File: config.mk
export PLATFORM = sky130hd
export DESIGN_NAME = dataStore
export DESIGN_NICKNAME = d
export VERILOG_FILES = /design/src/source/cachePkg.sv /design/src/source/dataStore.sv
export VERILOG_INCLUDE_DIRS = /design/src /design/src/source
export SDC_FILE = /design/constraint.sdc
export NUM_CORES = 1
export LEC_CHECK = 0
export ABC_AREA = 1
export BUFFER_PORTS_ARGS = -buffer_cell sky130_fd_sc_hd__buf_4
export CAP_MARGIN = 40
export CELL_PAD_IN_SITES_DETAIL_PLACEMENT = 0
export CELL_PAD_IN_SITES_GLOBAL_PLACEMENT = 1
export CORE_MARGIN = 2
export CORE_UTILIZATION = 50
export DETAILED_ROUTE_END_ITERATION = 7
export HOLD_SLACK_MARGIN = 0.1
export PLACE_DENSITY = 0.86
export SKIP_CTS_REPAIR_TIMING = 1
export SLEW_MARGIN = 20
export SYNTH_ARGS = -nofsm -noshare
export SYNTH_HDL_FRONTEND = slang
export SYNTH_SLANG_ARGS = --single-unit
export TNS_END_PERCENT = 10
File: constraint.sdc
create_clock -name CLK -period 2.4 [get_ports CLK]
set_clock_uncertainty 0.2 [all_clocks]
set_input_delay 0.12 -clock CLK [delete_from_list [all_inputs] [get_ports CLK]]
set_output_delay 0.12 -clock CLK [all_outputs]
set_load 0.005 [all_outputs]
File: src/source/dataCache_settings.svh
`ifndef DATACACHE_SETTINGS_SVH
`define DATACACHE_SETTINGS_SVH

// data and address width
`define WORD_WIDTH 32

// 8 sets of one word each
`define SET_INDEX_WIDTH 3

// 256 words of backing memory
`define MEM_ADDR_WIDTH 8

`endif

File: src/source/cachePkg.sv
`include "dataCache_settings.svh"

package cachePkg;

    localparam int TAG_WIDTH = `WORD_WIDTH - `SET_INDEX_WIDTH - 2;
    localparam int BYTE_COUNT = `WORD_WIDTH / 8;

    typedef logic [`WORD_WIDTH-1:0] cacheWord_t;

    // memory sees a flat word, the cache sees tag, set and offset
    typedef union packed {
        cacheWord_t raw;
        struct packed {
            logic [TAG_WIDTH-1:0] tag;
            logic [`SET_INDEX_WIDTH-1:0] set;
            logic [1:0] offset;
        } fields;
    } cacheAddr_u;

    typedef struct packed {
        logic write;
        cacheAddr_u addr;
        cacheWord_t writeData;
        logic [BYTE_COUNT-1:0] byteEnable;
    } cacheReq_t;

    typedef struct packed {
        cacheWord_t readData;
        logic hit;
    } cacheResp_t;

    typedef struct packed {
        logic valid;
        logic dirty;
        logic [TAG_WIDTH-1:0] tag;
    } tagEntry_t;

    typedef struct packed {
        logic write;
        logic [`MEM_ADDR_WIDTH-1:0] addr;
        cacheWord_t data;
    } memReq_t;

    typedef enum logic [2:0] {
        IDLE,
        LOOKUP,
        WRITEBACK,
        FILL,
        RESPOND
    } ctrlState_e;

endpackage

File: src/source/dataStore.sv
`include "dataCache_settings.svh"

module dataStore (
    input  logic CLK,
    input  logic [`SET_INDEX_WIDTH-1:0] readSet,
    input  logic writeValid,
    input  logic [`SET_INDEX_WIDTH-1:0] writeSet,
    input  cachePkg::cacheWord_t writeData,
    input  logic [cachePkg::BYTE_COUNT-1:0] writeByteEnable,
    output cachePkg::cacheWord_t readData
);

    import cachePkg::*;

    localparam int SET_COUNT = 2 ** `SET_INDEX_WIDTH;

    cacheWord_t words [SET_COUNT];

    // byte lanes written independently
    always_ff @(posedge CLK) begin
        if (writeValid) begin
            for (int b = 0; b < BYTE_COUNT; b++) begin
                if (writeByteEnable[b]) begin
                    words[writeSet][b*8 +: 8] <= writeData[b*8 +: 8];
                end
            end
        end
    end

    always_ff @(posedge CLK) begin
        readData <= words[readSet];
    end

    // controller never issues an empty write
    assert property (@(posedge CLK)
        writeValid |-> (writeByteEnable != '0))
    else
        $error("dataStore: write to set %0d with no byte enables", writeSet);

endmodule

; Word level (Yosys, flattened, before mapping)
; Memory sizes are Yosys's and may differ from the RTL's. A register that Yosys moved wholly into a read port is not among the register bits.
; Cells that the tools add are included.
[totals]
in_bits = 44
out_inout_bits = 32
reg_bits = 0
wordCells = 13
ram_bits = 256
mem_count = 1
[classes]
mux = 12
[memory_table]
columns = memory, depth, word_bits, rd, rd_clocked_by_memory_dff, write_ports, line_no
row1 = words, 8, 32, 1, 1, 1, dataStore.sv:17  ; cacheWord_t words [SET_COUNT];
[ops]
columns = op, n
row1 = $mux W1, 12

; Longest topological paths before layout
; Gate-level depths: netlist of the first run.
[logic_depth]
ltp_word = 3
depth_mapped = 8
ltp_nobuf = 6

; Least setup slack after synthesis of the first run
; OpenSTA, ideal clock, no wires.
[synth_path]
kind = input-to-reg
startpoint = input writeSet[1]
endpoint = memory words[0][0] in the netlist's numbering (enable)
t_required_ns = 1.830
path_buffers = 0
arrival_time_ns = 0.719
setup_slack_ns = 1.110
setup_time_ns = 0.370
cell_stages = 3
cell_sequence = inv_1 nand3_1 nor2_1
[synth_rtl]
columns = element, line_no
row1 = from (decl), dataStore.sv:7  ; input logic [`SET_INDEX_WIDTH-1:0] writeSet,
row2 = to (decl), dataStore.sv:17
; Straight into the memory's write port.

; Final worst setup path of the first run
[layout_path]
startpoint = input writeSet[2]
endpoint = memory words[2][2] in the netlist's numbering (enable)
; Straight into the memory's write port.

==> flow_metrics.tcl, run 1 <==
set metrics [dict create \
    hold_path_startpoint "writeValid" \
    synth.distinct_cells 12 \
    initial_core_util_pct 50.95 \
    post-route-util_pct 60.74 \
    rsz0062_at_grt "false" \
    swShare_pct 21.20 \
    instances_no_fill 1668 \
    internal_power_mw 8.313 \
    synth.top_cell.area_share_pct 64.09 \
    slowest_stage "dlygate4sd3_1" \
    synth.most_common_cell "nand2_1" \
    crit_buf_inv 5 \
    post-route-period-util_pct 89.36 \
    die_w_um 158.9 \
    ir_drop_mv 0.6177 \
    cts_tree "done" \
    cp.required_ns 2.46 \
    endpoint_kind "register" \
    fmax_mhz 466.3 \
    final_nets 1370 \
    via_per_inst 4.657 \
    port_buffers 75 \
    via_count 7768 \
    synthesis.nets 1230 \
    cp_num_cells 7 \
    p_switching_mw 2.236 \
    wl_met2_um 12050 \
    antenna_found_initial 0 \
    clock-sinks 288 \
    grt_pass1_vias 7309 \
    comb_power_share_pct 6.9 \
    critical-path-max-stage-delay_ns 0.61 \
    globalplace.congestion 0.7685 \
    rows 56 \
    synth-seq-area-share_pct 69.43 \
    period_needed_ns 2.145 \
    startpoint_type "primary input" \
    power_density_nw_per_um2 737.7 \
    crit_family "buffers and inverters" \
    wl_um 24550 \
    clockRootBuffer "clkbuf_16" \
    coreArea_um2 23540 \
    synth_top_flop_cell "edfxtp_1" \
    drv_cap 0 \
    htree_levels 1 \
    hold_path_depth 3 \
    status "finished clean" \
    die_h_um 158.9 \
    postSynthCellCount 1186 \
    ff2ff_path_depth 6 \
    fillers 1962 \
    cts.clk_slew.worst_paths_ns 0.06 \
    place_inst 1573 \
    clockPowerShare_pct 39.6 \
    regArea_um2 8328 \
    grt_first_pass_wirelength_um 38330 \
    drive_above_1_share_pct 11.86 \
    tightestPinTransition_ns 0.6061 \
    crit_type "in2reg" \
    seq_power_share_pct 53.4 \
    grt_overflow 0 \
    ios 76 \
    cp_cell_sequence "dlygate4sd3_1 > buf_4 > inv_1 > nand3_1 > dlygate4sd3_1 > nor2_1 > buf_4" \
    final-max-slew-violation-count 0 \
    avgSynthCellArea_um2 10.11 \
    cts_buffers 29 \
    ys_top_cells_by_count "nand2_1, inv_1, edfxtp_1" \
    antenna_cells 0 \
    hpwl_um 13780 \
    netlist_area_um2 12000 \
    async_reset_ff_share_pct 0 \
    drt-met1-wl_um 10930 \
    multi_input_area_um2 2377 \
    synthTopCellsByArea "edfxtp_1, nand2_1, inv_1" \
    ant_nets 0 \
    drc 0 \
    insertion_delay_ns 0.54 \
    clockBufferDepth 3 \
    yosys_warnings 0 \
    synth_edf_count 256 \
    drt_iter0_drc 532 \
    cp.arrival_ns 2.20 \
    dr.pass1.iters 4 \
    wire_per_inst_um 14.72 \
    worstSetupStartpoint "writeSet[2]" \
    crit-reg2reg-launch "words[7][13]$_DFFE_PP_" \
    area_growth_pct 19.20 \
    cp_max_fo 5 \
    ys_ff_latch 288 \
    die_area_um2 25250 \
    relSlewSlack_pct 59.59 \
    tns_ns 0 \
    hold_class "in2reg" \
    highest_layer "met4" \
    wl_met3_um 1150 \
    yosys.area.top_type "edfxtp_1" \
    grt_max_degree 129 \
    grt_usage_pct 19.28 \
    hold_viol 0 \
    final-setup-viol-count 0 \
    power.leakage_nw 6.612 \
]
-- flip-flops by register name, indices dropped and copies added (netlist names) --
name,count
words,256
readData,32
-- cell usage in the layout, fill, tap and decap left out, drive strengths merged --
master,Yosys,final
nand2,420,420
inv,262,262
edfxtp,256,256
nand3,136,136
buf,41,116
dlygate4sd3,0,41
clkbuf,7,40
nor2,32,32
dfxtp,32,32
clkinv,0,13
bufinv,0,1
-- worst paths after layout --
| path | end | slack (ns) |
|---|---|---|
| hold reg to reg | readData[0]$_DFF_P_ | 0.42 |
| setup reg to reg | readData[13]$_DFF_P_ | 1.31 |
| setup / recovery | words[2][2]$_DFFE_PP_ | 0.26 |
| hold / removal | words[5][0]$_DFFE_PP_ | 0.07 |
-- worst register-to-register path: stages (launching register included) --
cell and delay, ns:
edfxtp_1 0.36, inv_1 0.06, nand2_1 0.04, nand3_1 0.11, nand2_1 0.07, nand2_1 0.07
nand2_1 0.07
-- kinds of logic (layout without fill, tap and decap cells) --
family | count (synthesis) | count (layout) | synth area share, %
buffers and inverters | 310 | 473 | 10.75
and+or+nand+nor | 588 | 588 | 19.82
DFF | 288 | 288 | 69.43
-- cell type report --
class	count	share of cell area (%)
repair buffers	157	9.223
clock buffers	40	5.574
clock inverters	14	0.6563
multi-input cells	588	16.63
well taps	319	2.791
flip-flops and latches	288	58.24
inverters	262	6.887
-- per-layer routing --
layer  up-vias  GRT usage, %
met1      3605         25.34
met3        36         3.109
met2       172         33.56
li1       3955             -
met5         -             0
met4         0         5.000
-- power groups by stage --
stage               combinational (mW)  sequential [mW]  clock [mW]
finish                           0.731             5.64        4.18
global route                     0.824             5.65        4.46
CTS                              0.688             5.64        4.25
detailed placement               0.684             5.74           0
global placement                 0.673             5.74           0
floorplan                        0.370             5.74           0
-- per-stage QoR --
step | worst slack (ns) | instance area (um2) | power [mW] | hold WS, ns
detailed placement | 0.7869 | 13000 | 6.427 | 0.1551
global route | 0.1549 | 14300 | 10.93 | 0.1170
floorplan | 1.110 | 12000 | 6.112 | 0.01887
global placement | 0.7723 | 13000 | 6.415 | 0.1529
CTS | 0.9895 | 13890 | 10.58 | -0.4101
finish | 0.2554 | 14300 | 10.55 | 0.06770
Note: power is estimated with default switching activity, not from simulation.
==> run 2: changes to the inputs <==
--- a/config.mk
+++ b/config.mk
@@ -6,7 +6,6 @@
 export SDC_FILE = /design/constraint.sdc
 export NUM_CORES = 1
 export LEC_CHECK = 0
-export ABC_AREA = 1
 export BUFFER_PORTS_ARGS = -buffer_cell sky130_fd_sc_hd__buf_4
 export CAP_MARGIN = 40
 export CELL_PAD_IN_SITES_DETAIL_PLACEMENT = 0
@@ -15,7 +14,7 @@
 export CORE_UTILIZATION = 50
 export DETAILED_ROUTE_END_ITERATION = 7
 export HOLD_SLACK_MARGIN = 0.1
-export PLACE_DENSITY = 0.86
+export PLACE_DENSITY = 0.79
 export SKIP_CTS_REPAIR_TIMING = 1
 export SLEW_MARGIN = 20
 export SYNTH_ARGS = -nofsm -noshare
==> constraint.sdc (replaced) <==
create_clock -name CLK -period 2.75 [get_ports CLK]
set_clock_uncertainty 0.2 [all_clocks]
set_input_delay 0.1375 -clock CLK [delete_from_list [all_inputs] [get_ports CLK]]
set_output_delay 0.1375 -clock CLK [all_outputs]
set_load 0.005 [all_outputs]
==> flow_metrics.tcl, run 2 <==
set metrics [dict create \
    status "finished clean" \
    mostFrequentLayoutCells "edfxtp_1, buf_4, dlygate4sd3_1" \
    grt_usage_pct 17.16 \
    rsz0062_at_grt "false" \
    top_regs "words (256), readData (32)" \
    power.leakage_nw 4.500 \
    synthTopCellsByArea "edfxtp_1, mux4_1, dfxtp_1" \
    final_nets 652 \
    grt_max_degree 37 \
    globalplace.congestion 0.7062 \
    synth-seq-area-share_pct 78.55 \
    endpoint_kind "register" \
    tightestPinTransition_ns 0.7830 \
    cts.clk_slew.worst_paths_ns 0.06 \
    place_ws_ns 0.6485 \
    final-max-slew-violation-count 0 \
    ir_drop_mv 0.3405 \
    dr.pass1.iters 4 \
    rows 53 \
    die_w_um 149.6 \
    antenna_found_initial 0 \
    synth.most_common_cell "edfxtp_1" \
    clockBufferDepth 3 \
    fmax_mhz 370.1 \
    drv_cap 0 \
    postLayoutSetupSlackWorst_ns 0.04835 \
    die_area_um2 22390 \
    grt_overflow 0 \
    hpwl_um 11620 \
    cts_buffers 27 \
    synth.distinct_cells 15 \
    synth_edf_count 256 \
    netlist_area_um2 10600 \
    yosys.area.top_type "edfxtp_1" \
    multi_input_area_um2 2147 \
    total_power_mw 9.047 \
    htree_levels 1 \
    drt_iter0_drc 315 \
    cts_tree "done" \
    clockRootBuffer "clkbuf_16" \
    startpoint_type "primary input" \
    crit_buf_inv 4 \
    top_register "words" \
    yosys_warnings 0 \
    via_per_inst 5.466 \
    die_h_um 149.6 \
    grt_pass1_vias 4909 \
    fillers 1416 \
    synth.top_cell.area_share_pct 72.50 \
    grt_first_pass_wirelength_um 28240 \
    relSlewSlack_pct 47.61 \
    cp_max_fo 8 \
    crit_family "buffers and inverters" \
    cp.arrival_ns 2.73 \
    hold_viol 0 \
    wl_um 19470 \
    finalInstanceArea_um2 12960 \
    final-setup-viol-count 0 \
    critical-path-max-stage-delay_ns 0.60 \
    dpl-instance-area_um2 11570 \
    antenna_cells 0 \
    initial_core_util_pct 50.76 \
    ios 76 \
    regArea_um2 8328 \
    crit_type "in2reg" \
    coreArea_um2 20890 \
    largest_reg_flops 256 \
    drc 0 \
    final_common_cell "edfxtp_1" \
    insertion_delay_ns 0.52 \
    port_buffers 75 \
    slowest_stage "dlygate4sd3_1" \
    synthesis.nets 490 \
    ys_ff_latch 288 \
    cp_common_cell "dlygate4sd3_1" \
    period_needed_ns 2.702 \
    tns_ns 0 \
    avgSynthCellArea_um2 23.77 \
    postSynthCellCount 446 \
    drive_above_1_share_pct 32.54 \
    area_growth_pct 22.24 \
    cp_cell_sequence "dlygate4sd3_1 > buf_4 > or3b_2 > dlygate4sd3_1 > nor2_1 > dlygate4sd3_1" \
    power_density_nw_per_um2 698.0 \
    ant_nets 0 \
    async_reset_ff_share_pct 0 \
    clock-sinks 288 \
    via_count 4930 \
    wire_per_inst_um 21.58 \
    ys_top_cells_by_count "edfxtp_1, mux4_1, dfxtp_1, mux2_2, nor2_1" \
    post-route-period-util_pct 98.24 \
    hold_class "in2reg" \
    cp.required_ns 2.78 \
    synth_top_flop_cell "edfxtp_1" \
]
==> run 2: final cells by class <==
type,instances,area share [%]
Tap cell,275,2.655
Multi-Input combinational cell,140,16.57
Clock inverter,12,1.014
Sequential cell,288,64.25
Clock buffer,36,5.705
Timing Repair Buffer,151,9.808
==> run 2: power by group <==
part / switching [mW] / total [mW] / internal, mW
combinational: 0.225 / 0.512 / 0.287
clock: 1.46 / 3.62 / 2.16
sequential: 0.0344 / 4.92 / 4.88
total: 1.72 / 9.05 / 7.33
==> run 2: logic make-up (layout without fill, tap and decap cells) <==
group | count (synthesis) | after routing | share of synthesized area, %
buffers and inverters | 18 | 199 | 1.204
AND/OR/NAND/NOR | 44 | 44 | 1.841
multiplexers | 96 | 96 | 18.41
flip-flops | 288 | 288 | 78.55
==> run 2: final timing paths <==
path,slack (ns),from,cells past startpoint,end
max,0.05,writeSet[2],6,words[1][0]$_DFFE_PP_
min,0.07,writeByteEnable[3],3,words[5][28]$_DFFE_PP_
max reg2reg,1.24,words[5][19]$_DFFE_PP_,2,readData[19]$_DFF_P_
min reg2reg,0.47,words[5][4]$_DFFE_PP_,2,readData[4]$_DFF_P_
==> run 2: routing by layer <==
metal  track usage (%)  wire length [um]  up-vias
li1                  -                 -     2203
met1             23.58              8164     2566
met2             28.81              9959      133
met3             2.927              1042       28
met4             4.667               302        0
met5                 0                 0        -
==> run 2: tightest hold or removal path, stage by stage <==
cell and delay [ns]:
buf_4 0.12, nand2_1 0.19, nor2_1 0.15
==> run 2: metrics by stage <==
step / instances / utilization (%) / hold WS (ns)
finish: 902 / 62.05 / 0.06923
CTS: 848 / 59.57 / -0.3639
global placement: 799 / 55.36 / 0.1652
global route: 902 / 62.05 / 0.1081
detailed placement: 800 / 55.40 / 0.1745
floorplan: 446 / - / 0.03637
