===== src/source/dataCache_settings.svh =====
`ifndef DATACACHE_SETTINGS_SVH
`define DATACACHE_SETTINGS_SVH

// data and address width
`define WORD_WIDTH 32

// 8 sets of one word each
`define SET_INDEX_WIDTH 3

// 256 words of backing memory
`define MEM_ADDR_WIDTH 8

`endif


===== src/source/cachePkg.sv =====
`include "dataCache_settings.svh"

package cachePkg;

    localparam int TAG_WIDTH = `WORD_WIDTH - `SET_INDEX_WIDTH - 2;
    localparam int BYTE_COUNT = `WORD_WIDTH / 8;

    typedef logic [`WORD_WIDTH-1:0] cacheWord_t;

    // memory sees a flat word, the cache sees tag, set and offset
    typedef union packed {
        cacheWord_t raw;
        struct packed {
            logic [TAG_WIDTH-1:0] tag;
            logic [`SET_INDEX_WIDTH-1:0] set;
            logic [1:0] offset;
        } fields;
    } cacheAddr_u;

    typedef struct packed {
        logic write;
        cacheAddr_u addr;
        cacheWord_t writeData;
        logic [BYTE_COUNT-1:0] byteEnable;
    } cacheReq_t;

    typedef struct packed {
        cacheWord_t readData;
        logic hit;
    } cacheResp_t;

    typedef struct packed {
        logic valid;
        logic dirty;
        logic [TAG_WIDTH-1:0] tag;
    } tagEntry_t;

    typedef struct packed {
        logic write;
        logic [`MEM_ADDR_WIDTH-1:0] addr;
        cacheWord_t data;
    } memReq_t;

    typedef enum logic [2:0] {
        IDLE,
        LOOKUP,
        WRITEBACK,
        FILL,
        RESPOND
    } ctrlState_e;

endpackage


===== src/source/cacheController.sv =====
`include "dataCache_settings.svh"

module cacheController (
    input  logic CLK,
    input  logic reset,
    input  logic reqValid,
    input  cachePkg::cacheReq_t req,
    input  cachePkg::tagEntry_t lookupEntry,
    input  cachePkg::cacheWord_t storedData,
    input  cachePkg::cacheWord_t memReadData,
    output logic respValid,
    output cachePkg::cacheResp_t resp,
    output logic [`SET_INDEX_WIDTH-1:0] lookupSet,
    output logic tagUpdateValid,
    output logic [`SET_INDEX_WIDTH-1:0] tagUpdateSet,
    output cachePkg::tagEntry_t tagUpdateEntry,
    output logic [`SET_INDEX_WIDTH-1:0] dataReadSet,
    output logic dataWriteValid,
    output logic [`SET_INDEX_WIDTH-1:0] dataWriteSet,
    output cachePkg::cacheWord_t dataWriteData,
    output logic [cachePkg::BYTE_COUNT-1:0] dataWriteByteEnable,
    output logic memValid,
    output cachePkg::memReq_t memReq
);

    import cachePkg::*;

    ctrlState_e state;
    ctrlState_e nextState;
    cacheReq_t reqReg;
    logic fillReady;
    logic lookupHit;
    logic victimDirty;
    cacheAddr_u victimAddr;
    cacheWord_t hitWord;
    cacheWord_t fillWord;

    function automatic cacheWord_t mergeBytes(input cacheWord_t base, input cacheWord_t update,
                                              input logic [BYTE_COUNT-1:0] enable);
        cacheWord_t merged;
        merged = base;
        for (int b = 0; b < BYTE_COUNT; b++) begin
            if (enable[b]) begin
                merged[b*8 +: 8] = update[b*8 +: 8];
            end
        end
        return merged;
    endfunction

    assign lookupHit = lookupEntry.valid && (lookupEntry.tag == reqReg.addr.fields.tag);
    assign victimDirty = lookupEntry.valid && lookupEntry.dirty;
    assign hitWord = reqReg.write ?
        mergeBytes(storedData, reqReg.writeData, reqReg.byteEnable) : storedData;
    assign fillWord = reqReg.write ?
        mergeBytes(memReadData, reqReg.writeData, reqReg.byteEnable) : memReadData;

    // stores are read at the strobe edge, then held on the captured set
    assign lookupSet = (state == IDLE) ? req.addr.fields.set : reqReg.addr.fields.set;
    assign dataReadSet = lookupSet;
    assign respValid = (state == RESPOND);

    always_comb begin
        victimAddr.fields.tag = lookupEntry.tag;
        victimAddr.fields.set = reqReg.addr.fields.set;
        victimAddr.fields.offset = 2'b00;

        nextState = state;
        tagUpdateValid = 1'b0;
        tagUpdateSet = reqReg.addr.fields.set;
        tagUpdateEntry.valid = 1'b1;
        tagUpdateEntry.dirty = reqReg.write;
        tagUpdateEntry.tag = reqReg.addr.fields.tag;
        dataWriteValid = 1'b0;
        dataWriteSet = reqReg.addr.fields.set;
        dataWriteData = reqReg.writeData;
        dataWriteByteEnable = reqReg.byteEnable;
        memValid = 1'b0;
        memReq.write = 1'b0;
        memReq.addr = reqReg.addr.raw[`MEM_ADDR_WIDTH+1:2];
        memReq.data = storedData;

        case (state)
            IDLE: begin
                if (reqValid) begin
                    nextState = LOOKUP;
                end
            end
            LOOKUP: begin
                if (lookupHit) begin
                    // write hit merges in place and marks the line dirty
                    tagUpdateValid = reqReg.write;
                    dataWriteValid = reqReg.write;
                    nextState = RESPOND;
                end else if (victimDirty) begin
                    nextState = WRITEBACK;
                end else begin
                    nextState = FILL;
                end
            end
            WRITEBACK: begin
                memValid = 1'b1;
                memReq.write = 1'b1;
                memReq.addr = victimAddr.raw[`MEM_ADDR_WIDTH+1:2];
                nextState = FILL;
            end
            FILL: begin
                if (!fillReady) begin
                    memValid = 1'b1;
                end else begin
                    // fill word arrives, install line with merged bytes
                    tagUpdateValid = 1'b1;
                    dataWriteValid = 1'b1;
                    dataWriteData = fillWord;
                    dataWriteByteEnable = '1;
                    nextState = RESPOND;
                end
            end
            RESPOND: begin
                nextState = IDLE;
            end
            default: begin
                nextState = IDLE;
            end
        endcase
    end

    always_ff @(posedge CLK) begin
        if (reset) begin
            state <= IDLE;
            fillReady <= 1'b0;
        end else begin
            state <= nextState;
            fillReady <= (state == FILL) && !fillReady;
        end
    end

    always_ff @(posedge CLK) begin
        if (state == IDLE && reqValid) begin
            reqReg <= req;
        end
        if (state == LOOKUP) begin
            resp.hit <= lookupHit;
            resp.readData <= hitWord;
        end
        if (state == FILL && fillReady) begin
            resp.readData <= fillWord;
        end
    end

    // one request in flight, next strobe only after respValid
    assert property (@(posedge CLK) disable iff (reset)
        reqValid |-> (state == IDLE))
    else
        $error("cacheController: request strobe while busy in state %s", state.name());

    assert property (@(posedge CLK) disable iff (reset)
        reqValid |-> (req.addr.raw[`WORD_WIDTH-1:`MEM_ADDR_WIDTH+2] == '0))
    else
        $error("cacheController: address %h beyond backing memory", req.addr.raw);

endmodule


===== config.mk =====
export PLATFORM = sky130hd
export DESIGN_NAME = cacheController
export DESIGN_NICKNAME = d
export VERILOG_FILES = /design/src/source/cachePkg.sv /design/src/source/cacheController.sv
export VERILOG_INCLUDE_DIRS = /design/src /design/src/source
export SDC_FILE = /design/constraint.sdc
export NUM_CORES = 1
export LEC_CHECK = 0
export BUFFER_PORTS_ARGS = -buffer_cell sky130_fd_sc_hd__buf_4
export CAP_MARGIN = 20
export CORE_AREA = 2 2 125 127
export DETAILED_ROUTE_END_ITERATION = 6
export DIE_AREA = 0 0 127 129
export PLACE_DENSITY = 0.69
export SLEW_MARGIN = 20
export SYNTH_ARGS = -nofsm -noshare
export SYNTH_HDL_FRONTEND = slang
export SYNTH_SLANG_ARGS = --single-unit

===== constraint.sdc =====
create_clock -name CLK -period 3.9 [get_ports CLK]
set_input_delay 0 -clock CLK [delete_from_list [all_inputs] [get_ports CLK]]
set_output_delay 0 -clock CLK [all_outputs]
set_load 0.1 [all_outputs]

Word level (Yosys, flattened, before mapping)
Index checks and enable logic that the tools add are counted.

word-level totals
  input bits = 165
  memory bits (read-only) = 0
  register bits = 106
  memory bits (writable) = 0
  memories kept = 0
  output and inout bits = 155
  latch bits = 0
  logic and storage cells = 52

cells by class
  bitwise logic cells = 0
  reductions and logical operators = 9
  add/subtract/negate cells = 0
  shift-type cells = 0
  div/mod/pow operators = 0
  $lt $le $gt $ge = 0
  multipliers = 0
  multiplexer cells = 28
  eq/ne operators = 7

operator list
  operator            count
  $mux 32             5
  $mux 8              8
  $mux 33             1
  $eq 27x27->1        1
  $mux 3              4
  $pmux 3 s4          1
  $mux 9              1
  $mux 4              2
  $eq 3x2->1 const B  2
  $logic_and 1x1->1   5
  $mux 1              4
  $ne 2x2->1 const B  2
  $pmux 1 s2          2
  $eq 3x1->1 const B  1
  $eq 3x3->1 const B  1
  $logic_not 3->1     1
  $reduce_and 2->1    1
  $reduce_bool 2->1   1
  $logic_not 1->1     1

Longest topological paths before layout
Gate-level depths: netlist (run 1).

  word-level depth = 4
  mapped depth = 7
  gate-level depth less buffers = 4

Worst setup path before layout (run 1)
OpenSTA, ideal clock, no wires.

  path type = flip-flop to output port
  start point = reg reqReg, in the netlist tagUpdateEntry[3]
  end point = out tagUpdateValid
  arrival = 3217 ps
  buffers on the path = 1
  cell stages (with the launch flop) = 6
  setup slack = 683 ps
  data required time = 3900 ps
  cells stage by stage = edfxtp_1 > xnor2_1 > nand4_1 > or4_1 > o21bai_1 > buf_4

between the ends
  word-level cells in the longest chain between the ends = 4

RTL lines
  item                      line                    RTL
  start: declaration        cacheController.sv:30   cacheReq_t reqReg;
  start signal: assignment  cacheController.sv:139  reqReg <= req;
  $eq 27x27->1              cacheController.sv:50   assign lookupHit = lookupEntry.valid && (lookupEntry.tag == reqReg.addr.fields.tag);
  $logic_and 1x1->1         cacheController.sv:50
  $mux 1                    -
  $pmux 1 s2                -
  end: declaration          cacheController.sv:14   output logic tagUpdateValid,

No other way between the ends.

Final worst setup path (run 1)
  start point = reg state[1]
  end point = out dataWriteData[19]

between the ends
  word-level cells in the longest chain between the ends = 2

RTL lines
  item                      line                    RTL
  start: declaration        cacheController.sv:28   ctrlState_e state;
  start signal: assignment  cacheController.sv:132  state <= nextState;
  $eq 3x2->1                cacheController.sv:82   case (state)
  $mux 32                   cacheController.sv:82
  end: declaration          cacheController.sv:20   output cachePkg::cacheWord_t dataWriteData,

No other way between the ends.

==> out/qor.yml, run 1 <==
critical_path:
  cp_max_fo: 23
  cp.required_ps: 3900
  rrSetupSlack_ps: 1430
  worstRegToRegCells: 4
  slowest_delay_ps: 670
  start_kind: "register"
  critPathBufInv: 2
  critPathKind: "reg2out"
  cp_data_arrival_time_ps: 2770
  cp-end-kind: "primary output"
  critical_path.slowest_cell: "and4b_2"
  path_delay_family: "simple AND/OR/NAND/NOR gates"
  crit_top_cell: "buf_4"
  path_cells: "and4b_2, buf_4, nand2_2, mux2_2, buf_4"
  cp.depth: 5
detailed_routing:
  met2_length_mm: 8.30
  drt-total-wl_mm: 15.7
  route.antenna.remaining_nets: 0
  dr.max_layer_used: "met4"
  drtIter0Drc: 122
  firstDrtPassIters: 5
  via_count: 4369
  m1WireLength_mm: 5.91
  remaining_drc_errors: 0
  wl_met3_mm: 1.15
  wire_per_inst_um: 17.6
  vias_per_cell: 4.88
power:
  p_int_mw: 2.25
  power_per_cell_area_nw_per_um2: 465
  max-vdd-ir-drop_mv: 0.220
  p_sw_mw: 1.64
  p_sw_share_pct: 42.2
  combPwrFrac_pct: 41.0
  p_leak_nw: 3.47
  p_seq_share_pct: 36.2
  clock_power_share_pct: 22.7
timing:
  setup_viol: 0
  max_freq_mhz: 361
  tns_ps: 0
  skew_ps: 6.93
  min_period_ps: 2770
  hold_viol_final: 0
  worst_pin_slew_ps: 920
  setup_ws_ps: 1130
  holdWs_ps: 19.2
  rsz0062_at_grt: "false"
  report.final.slew_viol_count: 0
  timing.final.crit_share_pct: 71.1
  slew_headroom_pct: 38.7
finish:
  final.fill_count: 1205
  drive_above_1_share_pct: 55.3
  final_common_cell: "buf_4"
  nNetsFinal: 867
  area_growth_pct: 53.7
  fin_area_um2: 8380
  layoutNonFillerInstCount: 895
  multiInputGateArea_um2: 1690
  most-common-layout-cells: "buf_4 (319), edfxtp_1 (100), dlygate4sd3_1 (68)"
  ff_latch_area_um2: 3080
  diodes: 0
place:
  routabilityCongestion: 0.828
  hpwl_mm: 11.8
  place_area_um2: 7410
  dp_slack_ps: 1420
  placed_cells: 811
  io_buffers: 316
cts:
  cts_sinks: 104
  cts_buffers: 9
  clockBufferDepth: 2
  path_clk_slew_ps: 70
  insertion_delay_ps: 340
  cts-root-buf: "clkbuf_16"
  cts_tree: "done"
  cts.htree.levels: 3
worst_hold_path:
  holdPathStages: 4
  hold_class: "in2reg"
logic_synthesis:
  synth.distinct_cells: 42
  synth_area_per_cell_um2: 13.9
  synth_seq_area_share_pct: 56.6
  synth_top_flop_cell: "edfxtp_1"
  syn_area_um2: 5450
  syn_nets: 558
  synth_edf_count: 100
  yosys_warnings: 0
  ys_ff_latch: 104
  synthArstFlopShare_pct: 0
  synthCells: 393
die:
  chipWidth_um: 127
  rows: 45
  start_util_pct: 36.4
  core_um2: 15000
  io_pins: 320
  die_h_um: 129
  dieArea_um2: 16400
status:
  outcome: "finished clean"
global_route:
  grt_start_max_net_pins: 68
  antenna_found_initial: 0
  grt_overflow: 0
  grt_use_total_pct: 18.2
  first_global_vias: 4573
  grt_pass1_wl_mm: 23.1
job:
  drv_cap: 0
==> synthesized netlist by cell type (all sizes together) (3+ instances only) <==
master / n / area share [%]
nor3b: 3 / 0.71
edfxtp: 100 / 55
xnor2: 15 / 2.4
a22oi: 32 / 4.4
nand4: 10 / 1.1
dfxtp: 4 / 1.5
nor2: 9 / 1.1
or2: 4 / 0.46
xor2: 12 / 1.9
and2: 8 / 0.92
buf: 89 / 12
o2bb2ai: 32 / 5.1
nand2: 12 / 1.3
mux2: 40 / 8.8
nor4: 5 / 0.57
==> stage by stage <==
| stage | utilization (%) | power [mW] |
|---|---|---|
| final | 55.9 | 3.89 |
| after floorplan | - | 2.65 |
| after global placement | 49.5 | 2.97 |
| after global routing | 55.9 | 4.02 |
| after CTS | 55.9 | 3.92 |
| after detailed placement | 49.5 | 2.98 |
==> what timing repair did <==
action,in CTS,in global routing
buffers inserted,0,0
resized for setup,0,0
hold buffers,68,0
hold endpoints to repair,70,0
==> state kept, by name, indices dropped and copies added (netlist names) <==
register,flops
dataWriteSet,3
tagUpdateEntry,28
resp,33
reqReg,36
fillReady,1
state,3
==> routing by layer <==
| layer | vias to the layer above | global-route usage [%] |
|---|---|---|
| li1 | 2049 | - |
| met1 | 2074 | 19.8 |
| met2 | 222 | 33.6 |
| met3 | 24 | 4.49 |
| met4 | 0 | 8.02 |
| met5 | - | 0 |
==> worst min-delay path: cells and delay by family <==
family,cells,cell delay [ps]
AO/OA/AOI/OAI,2,200
AND/OR/NAND/NOR,1,40
buffers and inverters,1,80
==> area by class of cell <==
type,count,share of cell area [%]
Inverter,1,0.0448
Clock buffer,10,2.73
Tap cell,188,2.81
Clock inverter,6,0.717
Sequential cell,104,36.8
Timing Repair Buffer,387,36.7
Multi-Input combinational cell,199,20.2
==> path summary, 6_finish.rpt <==
path,startpoint,endpoint
max,state[1]$_SDFFE_PP0P_,dataWriteData[19]
min,lookupEntry[27],state[0]$_SDFFE_PP0P_
min reg2reg,reqReg[27]$_DFFE_PP_,resp[24]$_DFFE_PP_
max reg2reg,state[1]$_SDFFE_PP0P_,resp[16]$_DFFE_PP_
==> power by group through the flow <==
| stage | clock network, mW | registers [mW] | logic (mW) |
|---|---|---|---|
| 3_5_place_dp | 0 | 1.44 | 1.55 |
| 5_1_grt | 0.949 | 1.42 | 1.65 |
| 2_1_floorplan | 0 | 1.68 | 0.973 |
| 3_3_place_gp | 0 | 1.43 | 1.54 |
| 4_1_cts | 0.908 | 1.41 | 1.60 |
| 6_report | 0.884 | 1.41 | 1.60 |
==> logic make-up after synthesis <==
logic type / Yosys count / share of synthesized area [%]
and+or+nand+nor: 59 / 7.21
muxes: 40 / 8.82
AOI/OAI and AO/OA: 72 / 10.5
DFF: 104 / 56.6
xor gates and xnor gates: 27 / 4.34
buffers and inverters: 90 / 12.5
other: 1 / 0.0688
(Power assumes the default switching activity.)
==> run 2, diff against run 1 <==
==> constraint.sdc (replaced) <==
create_clock -name CLK -period 2.6 [get_ports CLK]
set_input_delay 0 -clock CLK [delete_from_list [all_inputs] [get_ports CLK]]
set_output_delay 0 -clock CLK [all_outputs]
set_load 0.1 [all_outputs]
==> run 2 against run 1 <==
Against the previous run: utilization grew 0.59 points; sequential share of layout area is 0.39 points lower; worst setup slack lost 920 ps; worst hold slack improved by 16 ps.
==> out/qor.yml, run 2 (synthesis gave the netlist of run 1 again) <==
finish:
  area_growth_pct: 55.3
  drive_above_1_share_pct: 55.8
  final.fill_count: 1237
  largest-register: "reqReg"
  final_common_cell: "buf_4"
  most-common-layout-cells: "buf_4 (322), edfxtp_1 (100), dlygate4sd3_1 (68)"
  largest_reg_flops: 36
  diodes: 0
  nNetsFinal: 872
global_route:
  first_global_vias: 4641
  antenna_found_initial: 0
  grt_pass1_wl_mm: 24.4
  grt_overflow: 0
  grt_use_total_pct: 19.3
  grt_start_max_net_pins: 38
place:
  hpwl_mm: 12.1
  io_buffers: 316
  routabilityCongestion: 0.792
  dp_slack_ps: 550
critical_path:
  slowest_delay_ps: 590
  cp-end-kind: "primary output"
  critical_path.slowest_cell: "dfxtp_1"
  rrSetupSlack_ps: 640
  startpoint: "state[1]$_SDFFE_PP0P_"
  worstReg2RegEnd: "resp[15]$_DFFE_PP_"
  path_cells: "and4b_2, buf_4, nand2_2, mux2_2, buf_4"
  cp_data_arrival_time_ps: 2390
  reg2reg_from: "state[0]$_SDFFE_PP0P_"
  cp_max_fo: 19
  crit_end: "dataWriteData[20]"
  crit_top_cell: "buf_4"
  worstRegToRegCells: 4
  cp.required_ps: 2600
  start_kind: "register"
  critPathKind: "reg2out"
timing:
  max_freq_mhz: 418
  min_period_ps: 2390
  rsz0062_at_grt: "false"
  timing.final.crit_share_pct: 91.9
  setup_viol: 0
  skew_ps: 6.70
  hold_viol_final: 0
  report.final.slew_viol_count: 0
  tns_ps: 0
  worst_pin_slew_ps: 643
  slew_headroom_pct: 56.7
  setup_ws_ps: 210
power:
  totalPowerFinal_mw: 5.95
  p_leak_nw: 3.51
  max-vdd-ir-drop_mv: 0.353
  power_per_cell_area_nw_per_um2: 703
die:
  start_util_pct: 36.4
  die_h_um: 129
  core_um2: 15000
  rows: 45
  chipWidth_um: 127
  io_pins: 320
  dieArea_um2: 16400
status:
  outcome: "finished clean"
worst_hold_path:
  hold_class: "in2reg"
detailed_routing:
  via_count: 4390
  vias_per_cell: 4.89
  wire_per_inst_um: 18.2
  drtIter0Drc: 171
  remaining_drc_errors: 0
  route.antenna.remaining_nets: 0
  drt-total-wl_mm: 16.3
  firstDrtPassIters: 4
cts:
  cts_hold_buf: 68
  insertion_delay_ps: 340
  clockBufferDepth: 2
  cts_resized: 0
  cts.htree.levels: 3
  cts_setup_buffers: 0
  path_clk_slew_ps: 70
  cts_buffers: 9
  cts-root-buf: "clkbuf_16"
  cts_sinks: 104
  cts_tree: "done"
job:
  drv_cap: 0
-- run 2: metrics by stage --
stage	hold slack [ps]	util [%]	instances	cell area [um2]
final	34.9	56.5	898	8470
after global routing	35.0	56.5	898	8470
after CTS	19.3	56.5	898	8470
after detailed placement	179	50.0	816	7490
after global placement	178	50.0	816	7490
after floorplan	72.1	-	393	5470
-- run 2: worst max-delay path, delay by kind of cell, from the launching register on --
family	cells	cell delay, ps
buf+inv	2	590
flops	1	590
simple gates	2	570
mux	1	280
-- run 2: how the worst min path moves through the flow --
stage	from	end	slack, ps	depth (start not counted)
after global placement	reset	state[0]$_SDFFE_PP0P_	180	2
after CTS	storedData[27]	resp[28]$_DFFE_PP_	20	3
after floorplan	reset	state[0]$_SDFFE_PP0P_	70	1
final	storedData[27]	resp[28]$_DFFE_PP_	30	3
after detailed placement	req[6]	reqReg[6]$_DFFE_PP_	180	1
after global routing	storedData[27]	resp[28]$_DFFE_PP_	30	3
-- run 2: area by class of cell --
type	count	area, um2	area share (%)
sequential	104	3080	36.4
inverter	1	3.75	0.0443
tap	188	235	2.78
clock buffer	10	229	2.70
multi-input combinational	199	1710	20.2
clock inverter	4	71.3	0.842
timing repair buffer	392	3140	37.1
-- run 2: layer usage --
layer,vias up,wire length (um),GRT usage (%)
met3,24,1350,5.16
met1,2080,5960,20.6
met5,-,0,0
met2,233,8660,36.5
met4,0,335,7.30
li1,2053,-,-
-- run 2: where the power goes --
group	switching, mW	internal, mW	total [mW]
clock network	0.573	0.830	1.40
logic	1.81	0.624	2.43
registers	0.0872	2.03	2.12
==> run 3, diff against run 2 <==
--- a/config.mk
+++ b/config.mk
@@ -11,8 +11,9 @@
 export CORE_AREA = 2 2 125 127
 export DETAILED_ROUTE_END_ITERATION = 6
 export DIE_AREA = 0 0 127 129
-export PLACE_DENSITY = 0.69
+export PLACE_DENSITY_LB_ADDON = 0.3
 export SLEW_MARGIN = 20
 export SYNTH_ARGS = -nofsm -noshare
 export SYNTH_HDL_FRONTEND = slang
 export SYNTH_SLANG_ARGS = --single-unit
+export TNS_END_PERCENT = 10
==> run 3 against run 2 <==
Against the previous run: sequential power about the same; via count up 0.25%; power down 1.0%; worst setup slack worse by 18 ps; design area about the same; global-route usage down 0.24 points; critical path type unchanged; critical endpoint is now dataWriteValid; highest routed layer unchanged.
==> out/qor.yml, run 3 (synthesis gave the netlist of run 1 again) <==
place:
  place_area_um2: 7490
  hpwl_mm: 12.3
  routabilityCongestion: 0.792
  placed_cells: 820
  io_buffers: 316
power:
  p_sw_mw: 2.50
  max-vdd-ir-drop_mv: 0.331
  clock_power_share_pct: 22.9
  p_seq_share_pct: 35.8
  power_per_cell_area_nw_per_um2: 695
  p_sw_share_pct: 42.4
  combPwrFrac_pct: 41.2
  p_int_mw: 3.39
  p_leak_nw: 3.53
timing:
  min_period_ps: 2410
  max_freq_mhz: 415
  hold_viol_final: 0
  worst_pin_slew_ps: 585
  timing.final.crit_share_pct: 92.6
  rsz0062_at_grt: "false"
  setup_viol: 0
  report.final.slew_viol_count: 0
  skew_ps: 6.35
  slew_headroom_pct: 60.6
critical_path:
  critPathKind: "reg2out"
  path_delay_family: "simple AND/OR/NAND/NOR gates"
  path_cells: "xnor2_1, nand4_1, or4_1, o21bai_2, buf_4"
  cp_data_arrival_time_ps: 2410
  cp.required_ps: 2600
  slowest_delay_ps: 620
  start_kind: "register"
  critical_path.slowest_cell: "or4_1"
  critPathBufInv: 1
  cp-end-kind: "primary output"
  cp_max_fo: 2
global_route:
  antenna_found_initial: 0
  grt_use_total_pct: 19.1
  grt_start_max_net_pins: 35
  grt_pass1_wl_mm: 24.0
  first_global_vias: 4515
  grt_overflow: 0
detailed_routing:
  dr.max_layer_used: "met4"
  m1WireLength_mm: 5.87
  via_count: 4401
  met2_length_mm: 8.57
  route.antenna.remaining_nets: 0
  remaining_drc_errors: 0
  drt-total-wl_mm: 16.2
  firstDrtPassIters: 4
  wl_met3_mm: 1.43
  vias_per_cell: 4.86
  drtIter0Drc: 250
  wire_per_inst_um: 17.9
die:
  chipWidth_um: 127
  rows: 45
  io_pins: 320
  start_util_pct: 36.4
  die_h_um: 129
  core_um2: 15000
  dieArea_um2: 16400
cts:
  cts_buffers: 9
  cts_tree: "done"
  path_clk_slew_ps: 70
  cts_setup_buffers: 0
  cts_resized: 0
  cts_hold_buf: 69
  clockBufferDepth: 2
  cts-root-buf: "clkbuf_16"
  insertion_delay_ps: 350
  cts_sinks: 104
  cts.htree.levels: 3
finish:
  most-common-layout-cells: "buf_4 (327), edfxtp_1 (100), dlygate4sd3_1 (69)"
  drive_above_1_share_pct: 55.6
  final_common_cell: "buf_4"
  largest_reg_flops: 36
  area_growth_pct: 55.4
  fin_area_um2: 8470
  largest-register: "reqReg"
  layoutNonFillerInstCount: 905
  nNetsFinal: 877
  diodes: 0
worst_hold_path:
  hold_class: "in2reg"
status:
  outcome: "finished clean"
job:
  drv_cap: 0
[run 3: changes by cell type in the layout (fill, tap and decap cells not counted)]
cell and delta:
buf_12 -1, buf_4 +5, inv_6 +1, nor3b_4 -1
nor3b_1 +1, dlygate4sd3_1 +1, clkinv_1 +2, bufinv_16 -1
[run 3: final cells by class]
type | count | area [um2]
inverter | 1 | 3.75
clock buffer | 10 | 229
multi-input combinational | 199 | 1700
sequential | 104 | 3080
fill | 1258 | 6510
clock inverter | 6 | 57.6
timing repair buffer | 397 | 3170
tap | 188 | 235
[run 3: routing by layer]
metal  vias up  track usage, %
li1       2066               -
met2       232            35.0
met3        22            5.07
met5         -               0
met1      2081            21.0
met4         0            7.76
[run 3: per-stage QoR]
| step | setup WS [ps] | util [%] | power (mW) | setup TNS (ps) | hold WS (ps) |
|---|---|---|---|---|---|
| final | 192 | 56.5 | 5.89 | 0 | 30.3 |
| after CTS | 162 | 56.5 | 5.93 | 0 | 17.8 |
| after detailed placement | 546 | 50.0 | 4.50 | 0 | 179 |
| after global placement | 563 | 50.0 | 4.48 | 0 | 178 |
| after global routing | 69.5 | 56.5 | 6.08 | 0 | 31.3 |
| after floorplan | -61.6 | - | 3.97 | -234 | 72.1 |
[run 3: path summary, 6_finish.rpt]
kind | from | to | slack [ps] | depth (start not counted)
min | storedData[24] | resp[25]$_DFFE_PP_ | 30 | 3
max | tagUpdateEntry[26]$_DFFE_PP_ | dataWriteValid | 190 | 5
min reg2reg | fillReady$_SDFF_PP0_ | state[2]$_SDFFE_PP0P_ | 560 | 2
max reg2reg | tagUpdateEntry[2]$_DFFE_PP_ | state[0]$_SDFFE_PP0P_ | 380 | 5
[run 3: worst reg2reg max path: stages (launching register included)]
cell and delay, ps:
edfxtp_1 430, xor2_1 180, nor4_1 550, and2_1 270, a311oi_1 100, dlygate4sd3_1 580
[run 3: power by group through the flow]
stage,Combinational (mW),Sequential (mW),Clock [mW]
floorplan,1.46,2.51,0
global placement,2.34,2.14,0
detailed placement,2.35,2.15,0
CTS,2.44,2.11,1.38
global route,2.51,2.13,1.45
finish,2.43,2.11,1.35
